[src/source/rv32i_pkg.sv]
package rv32i_pkg;

    localparam int xlen       = 32;
    localparam int imem_words = 256;  // instruction ROM depth in words

    localparam logic [xlen-1:0] reset_pc = 32'h0000_0000;

    ////////////////////////////////////////////////////////////////////////////
    // major opcodes, taken from instr[6:0]
    ////////////////////////////////////////////////////////////////////////////
    typedef enum logic [6:0] {
        opc_load     = 7'b0000011,
        opc_misc_mem = 7'b0001111,
        opc_op_imm   = 7'b0010011,
        opc_auipc    = 7'b0010111,
        opc_store    = 7'b0100011,
        opc_op       = 7'b0110011,
        opc_lui      = 7'b0110111,
        opc_branch   = 7'b1100011,
        opc_jalr     = 7'b1100111,
        opc_jal      = 7'b1101111,
        opc_system   = 7'b1110011
    } opcode_e;

    typedef enum logic [3:0] {
        alu_add,
        alu_sub,
        alu_sll,
        alu_slt,
        alu_sltu,
        alu_xor,
        alu_srl,
        alu_sra,
        alu_or,
        alu_and,
        alu_pass_b  // used by LUI
    } alu_op_e;

    typedef enum logic {src_a_rs1, src_a_pc} src_a_sel_e;
    typedef enum logic {src_b_rs2, src_b_imm} src_b_sel_e;
    typedef enum logic [1:0] {wb_alu, wb_load, wb_pc4} wb_sel_e;

    // branch conditions
    localparam logic [2:0] f3_beq  = 3'b000;
    localparam logic [2:0] f3_bne  = 3'b001;
    localparam logic [2:0] f3_blt  = 3'b100;
    localparam logic [2:0] f3_bge  = 3'b101;
    localparam logic [2:0] f3_bltu = 3'b110;
    localparam logic [2:0] f3_bgeu = 3'b111;

    // load and store widths, word access falls to the default
    localparam logic [2:0] f3_lb  = 3'b000;
    localparam logic [2:0] f3_lh  = 3'b001;
    localparam logic [2:0] f3_lbu = 3'b100;
    localparam logic [2:0] f3_lhu = 3'b101;
    localparam logic [2:0] f3_sb  = 3'b000;
    localparam logic [2:0] f3_sh  = 3'b001;

endpackage

[src/source/decode_if.sv]
`timescale 1ns/100ps

interface decode_if;
    import rv32i_pkg::*;

    logic [4:0]      rs1;
    logic [4:0]      rs2;
    logic [4:0]      rd;
    logic [2:0]      funct3;
    logic [xlen-1:0] imm;
    alu_op_e         alu_op;
    src_a_sel_e      src_a_sel;
    src_b_sel_e      src_b_sel;
    wb_sel_e         wb_sel;
    logic            rf_write;
    logic            mem_read;
    logic            mem_write;
    logic            branch;    // conditional branch, condition resolved in the alu
    logic            jump_reg;  // JALR, target comes from the alu result
    logic            jump;      // JAL, target is pc + imm

    modport decoder (
        output rs1, rs2, rd, funct3, imm, alu_op,
        output src_a_sel, src_b_sel, wb_sel,
        output rf_write, mem_read, mem_write, branch, jump_reg, jump
    );

    modport datapath (
        input rs1, rs2, rd, funct3, imm, alu_op,
        input src_a_sel, src_b_sel, wb_sel,
        input rf_write, mem_read, mem_write, branch, jump_reg, jump
    );

endinterface

[src/source/register_file.sv]
`timescale 1ns/100ps

module register_file (
    input  logic                       clk,
    decode_if.datapath                 dp,
    input  logic [rv32i_pkg::xlen-1:0] write_data,
    output logic [rv32i_pkg::xlen-1:0] read_data1,
    output logic [rv32i_pkg::xlen-1:0] read_data2
);
    import rv32i_pkg::*;

    logic [xlen-1:0] regs [32];

    // writes to x0 are dropped here
    always_ff @(posedge clk) begin
        if (dp.rf_write && dp.rd != 5'd0) begin
            regs[dp.rd] <= write_data;
        end
    end

    assign read_data1 = (dp.rs1 == 5'd0) ? '0 : regs[dp.rs1];
    assign read_data2 = (dp.rs2 == 5'd0) ? '0 : regs[dp.rs2];

endmodule

[src/flat_wrapper.sv]
// flat-port wrapper written by rule: the top's interface ports become plain ports
module register_file_flat import rv32i_pkg::*;
  (clk, write_data, read_data1, read_data2, dp_rs1, dp_rs2, dp_rd, dp_funct3, dp_imm, dp_alu_op, dp_src_a_sel, dp_src_b_sel, dp_wb_sel, dp_rf_write, dp_mem_read, dp_mem_write, dp_branch, dp_jump_reg, dp_jump);
  decode_if dp_i ();
  input  logic clk;
  input  logic [rv32i_pkg::xlen-1:0] write_data;
  output logic [rv32i_pkg::xlen-1:0] read_data1;
  output logic [rv32i_pkg::xlen-1:0] read_data2;
  input wire logic [$bits(dp_i.rs1)-1:0] dp_rs1;
  input wire logic [$bits(dp_i.rs2)-1:0] dp_rs2;
  input wire logic [$bits(dp_i.rd)-1:0] dp_rd;
  input wire logic [$bits(dp_i.funct3)-1:0] dp_funct3;
  input wire logic [$bits(dp_i.imm)-1:0] dp_imm;
  input wire logic [$bits(dp_i.alu_op)-1:0] dp_alu_op;
  input wire logic [$bits(dp_i.src_a_sel)-1:0] dp_src_a_sel;
  input wire logic [$bits(dp_i.src_b_sel)-1:0] dp_src_b_sel;
  input wire logic [$bits(dp_i.wb_sel)-1:0] dp_wb_sel;
  input wire logic [$bits(dp_i.rf_write)-1:0] dp_rf_write;
  input wire logic [$bits(dp_i.mem_read)-1:0] dp_mem_read;
  input wire logic [$bits(dp_i.mem_write)-1:0] dp_mem_write;
  input wire logic [$bits(dp_i.branch)-1:0] dp_branch;
  input wire logic [$bits(dp_i.jump_reg)-1:0] dp_jump_reg;
  input wire logic [$bits(dp_i.jump)-1:0] dp_jump;
  assign dp_i.rs1 = dp_rs1;
  assign dp_i.rs2 = dp_rs2;
  assign dp_i.rd = dp_rd;
  assign dp_i.funct3 = dp_funct3;
  assign dp_i.imm = dp_imm;
  assign dp_i.alu_op = dp_alu_op;
  assign dp_i.src_a_sel = dp_src_a_sel;
  assign dp_i.src_b_sel = dp_src_b_sel;
  assign dp_i.wb_sel = dp_wb_sel;
  assign dp_i.rf_write = dp_rf_write;
  assign dp_i.mem_read = dp_mem_read;
  assign dp_i.mem_write = dp_mem_write;
  assign dp_i.branch = dp_branch;
  assign dp_i.jump_reg = dp_jump_reg;
  assign dp_i.jump = dp_jump;
  register_file u_core (.clk(clk), .dp(dp_i), .write_data(write_data), .read_data1(read_data1), .read_data2(read_data2));
endmodule
[config.mk]
export PLATFORM = sky130hd
export DESIGN_NAME = register_file_flat
export DESIGN_NICKNAME = d
export VERILOG_FILES = /design/src/source/rv32i_pkg.sv /design/src/source/decode_if.sv /design/src/source/register_file.sv /design/src/flat_wrapper.sv
export SDC_FILE = /design/constraint.sdc
export NUM_CORES = 1
export LEC_CHECK = 0
export ABC_AREA = 0
export ABC_CLOCK_PERIOD_IN_PS = 3250
export BUFFER_PORTS_ARGS = -buffer_cell sky130_fd_sc_hd__buf_2
export CORE_UTILIZATION = 30
export DETAILED_ROUTE_END_ITERATION = 16
export PLACE_DENSITY_LB_ADDON = 0.3
export RECOVER_POWER = 25
export SKIP_LAST_GASP = 1
export SYNTH_ARGS = -nofsm -noshare
export SYNTH_HDL_FRONTEND = slang
export SYNTH_SLANG_ARGS = --single-unit
[constraint.sdc]
create_clock -name clk -period 3.25 [get_ports clk]
set_input_delay 0.325 -clock clk [delete_from_list [all_inputs] [get_ports clk]]
set_output_delay 0.325 -clock clk [all_outputs]
set_load 0.01 [all_outputs]
* After elaboration in Yosys (flattened, before gate mapping)
Memory sizes are Yosys's and may differ from the RTL's. Cells that the tools add are included.
Storage, ports and cells: memories kept 1, memory bits (writable) 1024, input bits 97, word-level logic and storage cells 9, flip-flop bits (word level) 0
Memory list:
- u_core.regs | depth 32, bits a word 32, rd ports 2, clocked after Yosys merged registers in 0, write ports 1, RTL line register_file.sv:12 | logic [xlen-1:0] regs [32];
Operators by class: reductions and logical operators 4, multiplexer cells 4
Operators by type and width (number):
- 2-to-1 mux 32 bit | 2
- logical NOT 5 bit | 2
- nonzero test 5 bit | 1
- 2-to-1 mux 1 bit | 2
- logical AND 1 bit | 1

* Logic depth before layout (Yosys ltp)
Gate-level depths: netlist (run 1).
depth after elaboration 4, gate-level depth with buffers 9, gate-level depth less buffers 4

* Worst setup path after synthesis (run 1)
Ideal clock, no wire load.
path kind input -> register, start in dp_rd[1], end mem u_core.regs[12][0], enable pin, setup slack 0.505 ns, data arrival time 2.324 ns, data required time 2.829 ns, cell stages on the path 3, library setup time 0.421 ns, cells stage by stage or3b_2 -> clkbuf_1 -> nor2_1
On the way: longest elaborated chain between the ends 4
RTL lines:
- start: declaration | RTL line flat_wrapper.sv:11 | input wire logic [$bits(dp_i.rd)-1:0] dp_rd;
- nonzero test 5 bit | RTL line register_file.sv:16 | if (dp.rf_write && dp.rd != 5'd0) begin
- logical AND 1 bit | RTL line register_file.sv:16
- 2-to-1 mux 1 bit | RTL line register_file.sv:16
- 2-to-1 mux 1 bit (implied by the code) | RTL line register_file.sv:17 | regs[dp.rd] <= write_data;
- end: declaration | RTL line register_file.sv:12
Several ways; a longest one is shown, not always the timed one.

* Worst setup path in the final report (run 1)
start in dp_rs2[0], end out read_data2[14] (netlist name)
On the way: longest elaborated chain between the ends 2
RTL lines:
- start: declaration | RTL line flat_wrapper.sv:10 | input wire logic [$bits(dp_i.rs2)-1:0] dp_rs2;
- memory read (32 x 32 bit) / logical NOT 5 bit (equally long branches)
- 2-to-1 mux 32 bit (*) | RTL line register_file.sv:22 | assign read_data2 = (dp.rs2 == 5'd0) ? '0 : regs[dp.rs2];
- end: declaration | RTL line flat_wrapper.sv:8 | output logic [rv32i_pkg::xlen-1:0] read_data2;
Mark *: on every way between the ends. The rest lies on a longest branch, timed or not.

==> results of run 1 <==
[power groups by stage]
stage / Clock, W / Sequential (W) / Combinational, W
final: 0.0121 / 0.0148 / 0.00283
after global placement: 0 / 0.0151 / 0.00280
after detailed placement: 0 / 0.0151 / 0.00284
after floorplan: 0 / 0.0151 / 0.00158
after CTS: 0.0123 / 0.0148 / 0.00285
after global routing: 0.0128 / 0.0148 / 0.00297
[metal layers]
layer	up-vias	GRT usage, %
met3	336	4.15
met4	16	7.92
met1	15000	26.0
li1	10800	-
met2	1546	33.4
met5	-	0
[cells in the mapped netlist (36+ instances only)]
cell and number:
a221oi_1 47, mux2i_1 192, clkbuf_1 97, edfxtp_1 1024
o21ai_0 52, nand2_1 36, buf_2 59, mux4_2 448
a22oi_1 64, nor2b_1 37, nor2_1 40
[how the worst max path moves through the flow]
| stage | end | slack [ns] | startpoint | depth (start not counted) |
|---|---|---|---|---|
| 2_1_floorplan | u_core.regs[12][0] | 0.51 | dp_rd[1] | 3 |
| 3_3_place_gp | read_data2[22] | 0.15 | dp_rs2[0] | 8 |
| 3_5_place_dp | read_data2[28] | 0.16 | dp_rs2[2] | 8 |
| 4_1_cts | read_data2[28] | 0.14 | dp_rs2[2] | 8 |
| 5_1_grt | read_data2[14] | 0.10 | u_core.regs[22][14] | 6 |
| 6_report | read_data2[14] | 0.12 | dp_rs2[0] | 8 |
[layout by cell type (no fill, tap or decap), types with 22 or more instances in the layout]
cell type	n
conb_1	32
clkbuf_16	109
clkinv_2	22
edfxtp_1	1024
a221oi_1	47
buf_4	141
buf_2	84
o21ai_0	52
clkinv_1	22
a221o_1	32
a31oi_1	32
clkbuf_1	34
mux4_2	448
nor2_4	34
buf_12	55
mux2_2	32
a211oi_1	32
a311oi_1	32
nand2_1	36
a22oi_1	64
o21ai_1	27
nor2b_1	32
mux2i_1	192
[stage by stage]
| step | total power (W) | setup slack [ns] |
|---|---|---|
| after floorplan | 0.0166 | 0.505 |
| after global placement | 0.0179 | 0.155 |
| after detailed placement | 0.0179 | 0.158 |
| after CTS | 0.0300 | 0.136 |
| after global routing | 0.0306 | 0.103 |
| final | 0.0298 | 0.121 |
[area by class of cell]
cell class / count / area (sq um)
flip-flops and latches: 1024 / 30700
clock inverters: 73 / 652
multi-input cells: 1168 / 15900
repair buffers: 307 / 2730
diodes: 4 / 10.0
fillers: 14400 / 101000
inverters: 2 / 11.3
clock buffers: 121 / 2770
well taps: 2058 / 2570
[cells by family after synthesis]
group | share of synthesized area, %
other cells | 0.00792
buf+inv | 2.33
compound gates | 5.23
simple gates | 1.33
mux | 26.1
flops | 65.0
[critical path, stage by stage]
cell	delay (ns)
buf_6	0.16
nor2_4	0.99
buf_4	0.35
a221oi_1	0.09
o21ai_0	0.15
a311oi_1	0.30
buf_4	0.25
buf_2	0.13
==> impl_metrics.ini, run 1 <==
[detailed_routing]
num_vias = 27800
via_per_inst = 5.84
drt_pass1_iterations = 7
post_drt_wl_per_cell_microns = 34.2
postRouteAntennaNets = 0
drt_iter0_markers = 3240
drc = 0
route.met2.wl_microns = 78900
drt-met1-wl_microns = 63200
wl_microns = 163000
top_layer = met5
met3WireLength_microns = 14200

[floorplan]
std_cell_rows = 145
start_util_pct = 30.3
die_h_microns = 399
die_w_microns = 399
dieArea_sq_um = 159000
ios = 161
coreArea_sq_um = 156000

[synth]
synth_area_leader_cell = edfxtp_1
ys_seq_area_share_pct = 65.0
synth_edf_count = 1024
synthArstFlopShare_pct = 0
synth_cell_type_count = 34
yosysWarnings = 0
synth_ff_type = edfxtp_1
synth_top_area_share_pct = 65.0
synth-seq-cells = 1024
syn-cell-area_sq_um = 47300
ys_top_cells_by_area = edfxtp_1 65%, mux4_2 21%, mux2i_1 4.1%, a22oi_1 1.0%, a221oi_1 0.87%
avgSynthCellArea_sq_um = 20.0
synthCells = 2365

[global_route]
grt_start_max_net_pins = 52
antenna_found_initial = 16
grt-ovfl-total = 0
grt_pass1_vias = 29000
grt_first_pass_wirelength_microns = 226000
grt_util_all_layers_pct = 20.2

[sta]
setup_viol = 0
rsz0062_at_grt = no
worst_pin_slew_ns = 1.31
period_share_pct = 96.3
hold_viol = 0
tns_ns = 0
worst_hold_slack_ns = 0.122
relSlewSlack_pct = 12.7
max_freq_ghz = 0.320
finalCriticalPeriod_ns = 3.13
slew_violations = 0

[clocking]
root_buffer = clkbuf_16
post-cts-setup-buffer-count = 0
cts.path.max_buffers = 3
clkSlewWorstSetupHoldPaths_ns = 0.06
tritoncts = yes
htree_levels = 3
cts.sinks = 1024
cts_made_buffers = 106
ctsResizeCount = 0
hold_buffers = 0

[place]
gp_congestion = 0.810
dpl.hpwl_microns = 99500
placement.io_buffers = 112
placed_cells = 4559
placed_area_sq_um = 52000

[pwr]
clkPwrFrac_pct = 40.8
switchingPower_w = 0.00699
vdd_ir_drop_max_uv = 380
internal_power_w = 0.0228
pwr-share-seq_pct = 49.7
power_leakage_nw = 17.5
comb_power_share_pct = 9.5
switching_share_pct = 23.5
powerDensity_nw_per_um2 = 538

[final_layout]
syn_to_final_growth_pct = 17.0
post-route-util_pct = 35.4
drive_above_1_share_pct = 36.1
fin_nets = 2706
final_area_sq_um = 55400
top_register = u_core.regs
final_cells = 4757
largest_reg_flops = 1024
reg.largest.list = u_core.regs x1024

[job]
cap_viol_max_count = 0

[setup_path]
cp_data_arrival_time_ns = 2.80
worstSetupPathType = in -> out
endpoint_kind = output port
cp_data_required_time_ns = 2.92
critPathLaunchType = input pin
crit_path_max_fanout = 23

[min_path]
hold_end = u_core.regs[0][24]
hold_path_class = in -> reg
hold_depth = 1
min-delay-start = write_data[24]

[status]
status = complete, no violations
(Power assumes the default switching activity.)
==> inputs of run 2 (changes only) <==
==> constraint.sdc (replaced) <==
create_clock -name clk -period 3.25 [get_ports clk]
set_input_delay 0.4875 -clock clk [delete_from_list [all_inputs] [get_ports clk]]
set_output_delay 0.4875 -clock clk [all_outputs]
set_load 0.01 [all_outputs]
==> run 2 against run 1 <==
Effect of this change:
- global-route usage is 0.17 points higher
- clock-buffer cell count is 9 higher
- hold slack better by 0.15 ns
- first-iteration DRC count shrank 4.3%
- maximum frequency fell by 0.75%
- final cell count rose by 1.3%
- combinational power increased by 4%
- via count is 0.37% higher
- total power is 0.39% higher
- sequential share of layout area shrank 0.68 points
- largest cell class unchanged
==> impl_metrics.ini, run 2 (same netlist as run 1, synthesis figures left out) <==
[setup_path]
crit_path_max_fanout = 41
cp_data_required_time_ns = 2.76
worstSetupPathType = in -> out
cp_data_arrival_time_ns = 2.67
critPathLaunchType = input pin
endpoint_kind = output port

[final_layout]
top_register = u_core.regs
drive_above_1_share_pct = 37.4
fin_nets = 2770
largest_reg_flops = 1024
fillers = 14400
final_common_cell = edfxtp_1
reg.largest.list = u_core.regs x1024
mostFrequentLayoutCells = 1,024 x edfxtp_1, 448 x mux4_2, 192 x mux2i_1
syn_to_final_growth_pct = 18.5

[clocking]
hold_buffers = 0
root_buffer = clkbuf_16
clkSlewWorstSetupHoldPaths_ns = 0.06
cts.sinks = 1024
cts_made_buffers = 107
htree_levels = 3
tritoncts = yes
cts.path.max_buffers = 3

[detailed_routing]
drt_pass1_iterations = 8
via_per_inst = 5.78
num_vias = 27900
post_drt_wl_per_cell_microns = 34.1
postRouteAntennaNets = 0
drc = 0
wl_microns = 164000
drt_iter0_markers = 3101

[status]
status = complete, no violations

[sta]
finalCriticalPeriod_ns = 3.15
relSlewSlack_pct = 12.0
period_share_pct = 97.0
tns_ns = 0
timing.final.ws_setup_ns = 0.0975
setup_viol = 0
max_freq_ghz = 0.317
hold_viol = 0
slew_violations = 0
rsz0062_at_grt = no
worst_pin_slew_ns = 1.32

[min_path]
hold_path_class = in -> reg

[pwr]
powerDensity_nw_per_um2 = 533
vdd_ir_drop_max_uv = 375
power_leakage_nw = 17.9

[floorplan]
coreArea_sq_um = 156000
start_util_pct = 30.3
ios = 161
die_w_microns = 399
std_cell_rows = 145
dieArea_sq_um = 159000
die_h_microns = 399

[global_route]
grt_first_pass_wirelength_microns = 227000
grt-ovfl-total = 0
antenna_found_initial = 18
grt_util_all_layers_pct = 20.4
grt_start_max_net_pins = 42
grt_pass1_vias = 29200

[place]
post-place-ws_ns = -0.0879
dpl.hpwl_microns = 100000
placement.io_buffers = 112
gp_congestion = 0.817

[job]
cap_viol_max_count = 0
==> run 2: changes by cell type in the layout (fill, tap and decap cells not counted), moves of 5 or more <==
cell        before  now
clkinv_2        22   27
a311oi_2         0    5
clkinvlp_4       9    2
buf_4          141  187
clkinv_4         8    1
a311oi_1        32   27
clkbuf_1        34   45
buf_12          55   72
==> run 2: final cells by class <==
cell class | count | area (sq um) | area share [%]
multi-input combinational | 1168 | 15900 | 28.4
sequential | 1024 | 30700 | 54.8
timing repair buffer | 370 | 3420 | 6.10
inverter | 2 | 11.3 | 0.0201
antenna | 2 | 5.00 | 0.00892
tap | 2058 | 2570 | 4.59
clock inverter | 66 | 633 | 1.13
clock buffer | 130 | 2760 | 4.93
==> run 2: path summary, 6_finish.rpt <==
check / start / to / slack, ns / depth (start not counted)
max: dp_rs2[2] / read_data2[6] / 0.1 / 8
min: write_data[0] / u_core.regs[18][0] / 0.27 / 1
==> run 2: metal layers <==
metal | track usage [%] | part of all wire, %
met1 | 26.4 | 39
met2 | 33.9 | 49
met3 | 4.14 | 8.4
met4 | 7.16 | 3.1
met5 | 0 | 0.071
==> run 2: metrics by stage <==
stage	instances	cell area, sq um	hold slack [ns]	power (W)	util (%)
after floorplan	2396	47500	0.586	0.0166	-
final	4820	56100	0.272	0.0299	35.9
after global placement	4622	52700	0.960	0.0180	33.7
after CTS	4818	56100	0.204	0.0301	35.9
after global routing	4818	56100	0.306	0.0307	35.9
after detailed placement	4622	52700	0.989	0.0180	33.7
==> run 2: timing repair <==
action | in CTS | in global routing
setup endpoints to repair | 3 | 4
gates cloned | 0 | 0
setup buffers | 0 | 0
resized for setup | 3 | 5
pin swaps | 0 | 1
==> run 2: report_power, final <==
group / internal [W] / switching, W
Combinational: 0.00126 / 0.00169
Sequential: 0.0147 / 0.0000858
Clock: 0.00691 / 0.00524
==> run 2: worst max-delay path: stages <==
cell	delay, ns
buf_8	0.34
buf_12	0.32
mux2i_1	0.12
a221oi_1	0.34
o21ai_0	0.19
a311oi_1	0.44
buf_4	0.18
buf_2	0.16
==> inputs of run 3 (changes only) <==
--- a/config.mk
+++ b/config.mk
@@ -8,9 +8,11 @@
 export ABC_AREA = 0
 export ABC_CLOCK_PERIOD_IN_PS = 3250
 export BUFFER_PORTS_ARGS = -buffer_cell sky130_fd_sc_hd__buf_2
+export CAP_MARGIN = 20
 export CORE_UTILIZATION = 30
+export CTS_BUF_LIST = sky130_fd_sc_hd__clkbuf_8
 export DETAILED_ROUTE_END_ITERATION = 16
-export PLACE_DENSITY_LB_ADDON = 0.3
+export PLACE_DENSITY = 0.42
 export RECOVER_POWER = 25
 export SKIP_LAST_GASP = 1
 export SYNTH_ARGS = -nofsm -noshare
==> run 3 against run 2 <==
Effect of this change:
- the flow now finishes with violations (setup timing)
- critical path type is now reg -> out
- clock power is 7% lower
- via count is 0.45% higher
- first-iteration DRC count is 0.84% lower
==> impl_metrics.ini, run 3 (same netlist as run 1, synthesis figures left out) <==
[status]
status = finished with violations
violations = setup timing

[detailed_routing]
wl_microns = 176000
num_vias = 28000
via_per_inst = 5.64
route.met2.wl_microns = 84400
drt_iter0_markers = 3075
drt-met1-wl_microns = 75600
postRouteAntennaNets = 0
post_drt_wl_per_cell_microns = 35.5
met3WireLength_microns = 12700
drt_pass1_iterations = 5
top_layer = met5
drc = 0

[final_layout]
reg.largest.list = u_core.regs x1024
final_cells = 4961
top_register = u_core.regs
fin_nets = 2857
drive_above_1_share_pct = 40.2
largest_reg_flops = 1024
mostFrequentLayoutCells = 1,024 x edfxtp_1, 448 x mux4_2, 185 x clkbuf_8
syn_to_final_growth_pct = 19.9
final_common_cell = edfxtp_1

[setup_path]
worstSetupPathType = reg -> out
cp_data_arrival_time_ns = 2.76
crit_path_max_fanout = 2
endpoint_kind = output port
critPathLaunchType = flip-flop
cp_data_required_time_ns = 2.76

[clocking]
tritoncts = yes
cts.path.max_buffers = 3
htree_levels = 4
cts_made_buffers = 183
root_buffer = clkbuf_8
cts.sinks = 1024
clkSlewWorstSetupHoldPaths_ns = 0.06

[pwr]
power_leakage_nw = 18.3
powerDensity_nw_per_um2 = 513
vdd_ir_drop_max_uv = 361

[global_route]
grt_start_max_net_pins = 59
grt-ovfl-total = 0
antenna_found_initial = 10
grt_pass1_vias = 29600
grt_util_all_layers_pct = 22.1
grt_first_pass_wirelength_microns = 242000

[place]
placed_cells = 4609
dpl.hpwl_microns = 107000
placement.io_buffers = 112
gp_congestion = 0.810
post-place-ws_ns = -0.109

[floorplan]
coreArea_sq_um = 156000
ios = 161
start_util_pct = 30.3
std_cell_rows = 145
die_w_microns = 399
die_h_microns = 399
dieArea_sq_um = 159000

[sta]
hold_viol = 0
finalCriticalPeriod_ns = 3.25
setup_viol = 1
worst_pin_slew_ns = 1.48
max_freq_ghz = 0.308
slew_violations = 0
period_share_pct = 100
rsz0062_at_grt = yes
relSlewSlack_pct = 1.38
timing.final.ws_setup_ns = -0.00152

[min_path]
hold_path_class = in -> reg

[job]
cap_viol_max_count = 0
run 3: cell count changes in the layout (fill, tap and decap cells not counted), moves of 14 or more:
cell,change
dlygate4sd3_1,+20
mux2i_1,-15
clkbuf_1,-26
inv_1,+46
clkbuf_8,+185
a211oi_2,+14
clkbuf_16,-107
buf_12,+16
o21ai_0,-19
buf_4,-25
clkinv_1,+29
a211oi_1,-18
run 3: repair_timing:
action / CTS / global route
pin swaps: 20 / 15
hold endpoints to repair: 393 / 0
setup endpoints to repair: 32 / 28
hold buffers: 20 / 0
gates resized for setup: 89 / 28
setup buffers: 2 / 7
run 3: power by group:
part | total [W] | internal [W] | leakage (nW) | switching, W
sequential | 0.0148 | 0.0147 | 9.25 | 0.0000842
combinational | 0.00311 | 0.00133 | 7.18 | 0.00179
clock | 0.0112 | 0.00567 | 1.84 | 0.00553
total | 0.0291 | 0.0217 | 18.3 | 0.00740
run 3: layout make-up:
cell class	instances	area [sq um]
fillers	14500	99600
diodes	5	12.5
repair buffers	381	3830
flip-flops and latches	1024	30700
clock buffers	185	2550
multi-input cells	1168	16300
clock inverters	138	731
well taps	2058	2570
inverters	2	12.5
run 3: critical path, cell delays in order, from the launching register on:
cell and delay (ns):
edfxtp_1 0.40, buf_4 0.15, mux4_2 0.45, mux2i_2 0.19
a221o_1 0.24, a31oi_1 0.08, buf_4 0.23, buf_6 0.12
run 3: metal layers:
| layer | track usage, % | up-vias |
|---|---|---|
| li1 | - | 11200 |
| met1 | 30.0 | 15400 |
| met2 | 35.4 | 1204 |
| met3 | 5.46 | 217 |
| met4 | 5.53 | 10 |
| met5 | 0 | - |
run 3: path summary, 6_finish.rpt:
| path | start | end | slack (ns) | depth (start not counted) |
|---|---|---|---|---|
| worst max-delay path | u_core.regs[0][19] | read_data1[19] | -0.002 | 7 |
| worst min-delay path | dp_rd[2] | u_core.regs[20][23] | 0.44 | 3 |
run 3: metrics by stage:
stage | instance area, sq um | utilization [%] | TNS, ns | power, W | hold WS (ns)
6_report | 56800 | 36.3 | -0.00152 | 0.0291 | 0.443
4_1_cts | 56600 | 36.2 | -0.504 | 0.0295 | 0.000101
5_1_grt | 56800 | 36.3 | -0.624 | 0.0302 | 0.412
2_1_floorplan | 47500 | - | 0 | 0.0166 | 0.586
3_5_place_dp | 52800 | 33.8 | -0.111 | 0.0181 | 1.01
3_3_place_gp | 52800 | 33.8 | -0.186 | 0.0181 | 0.978
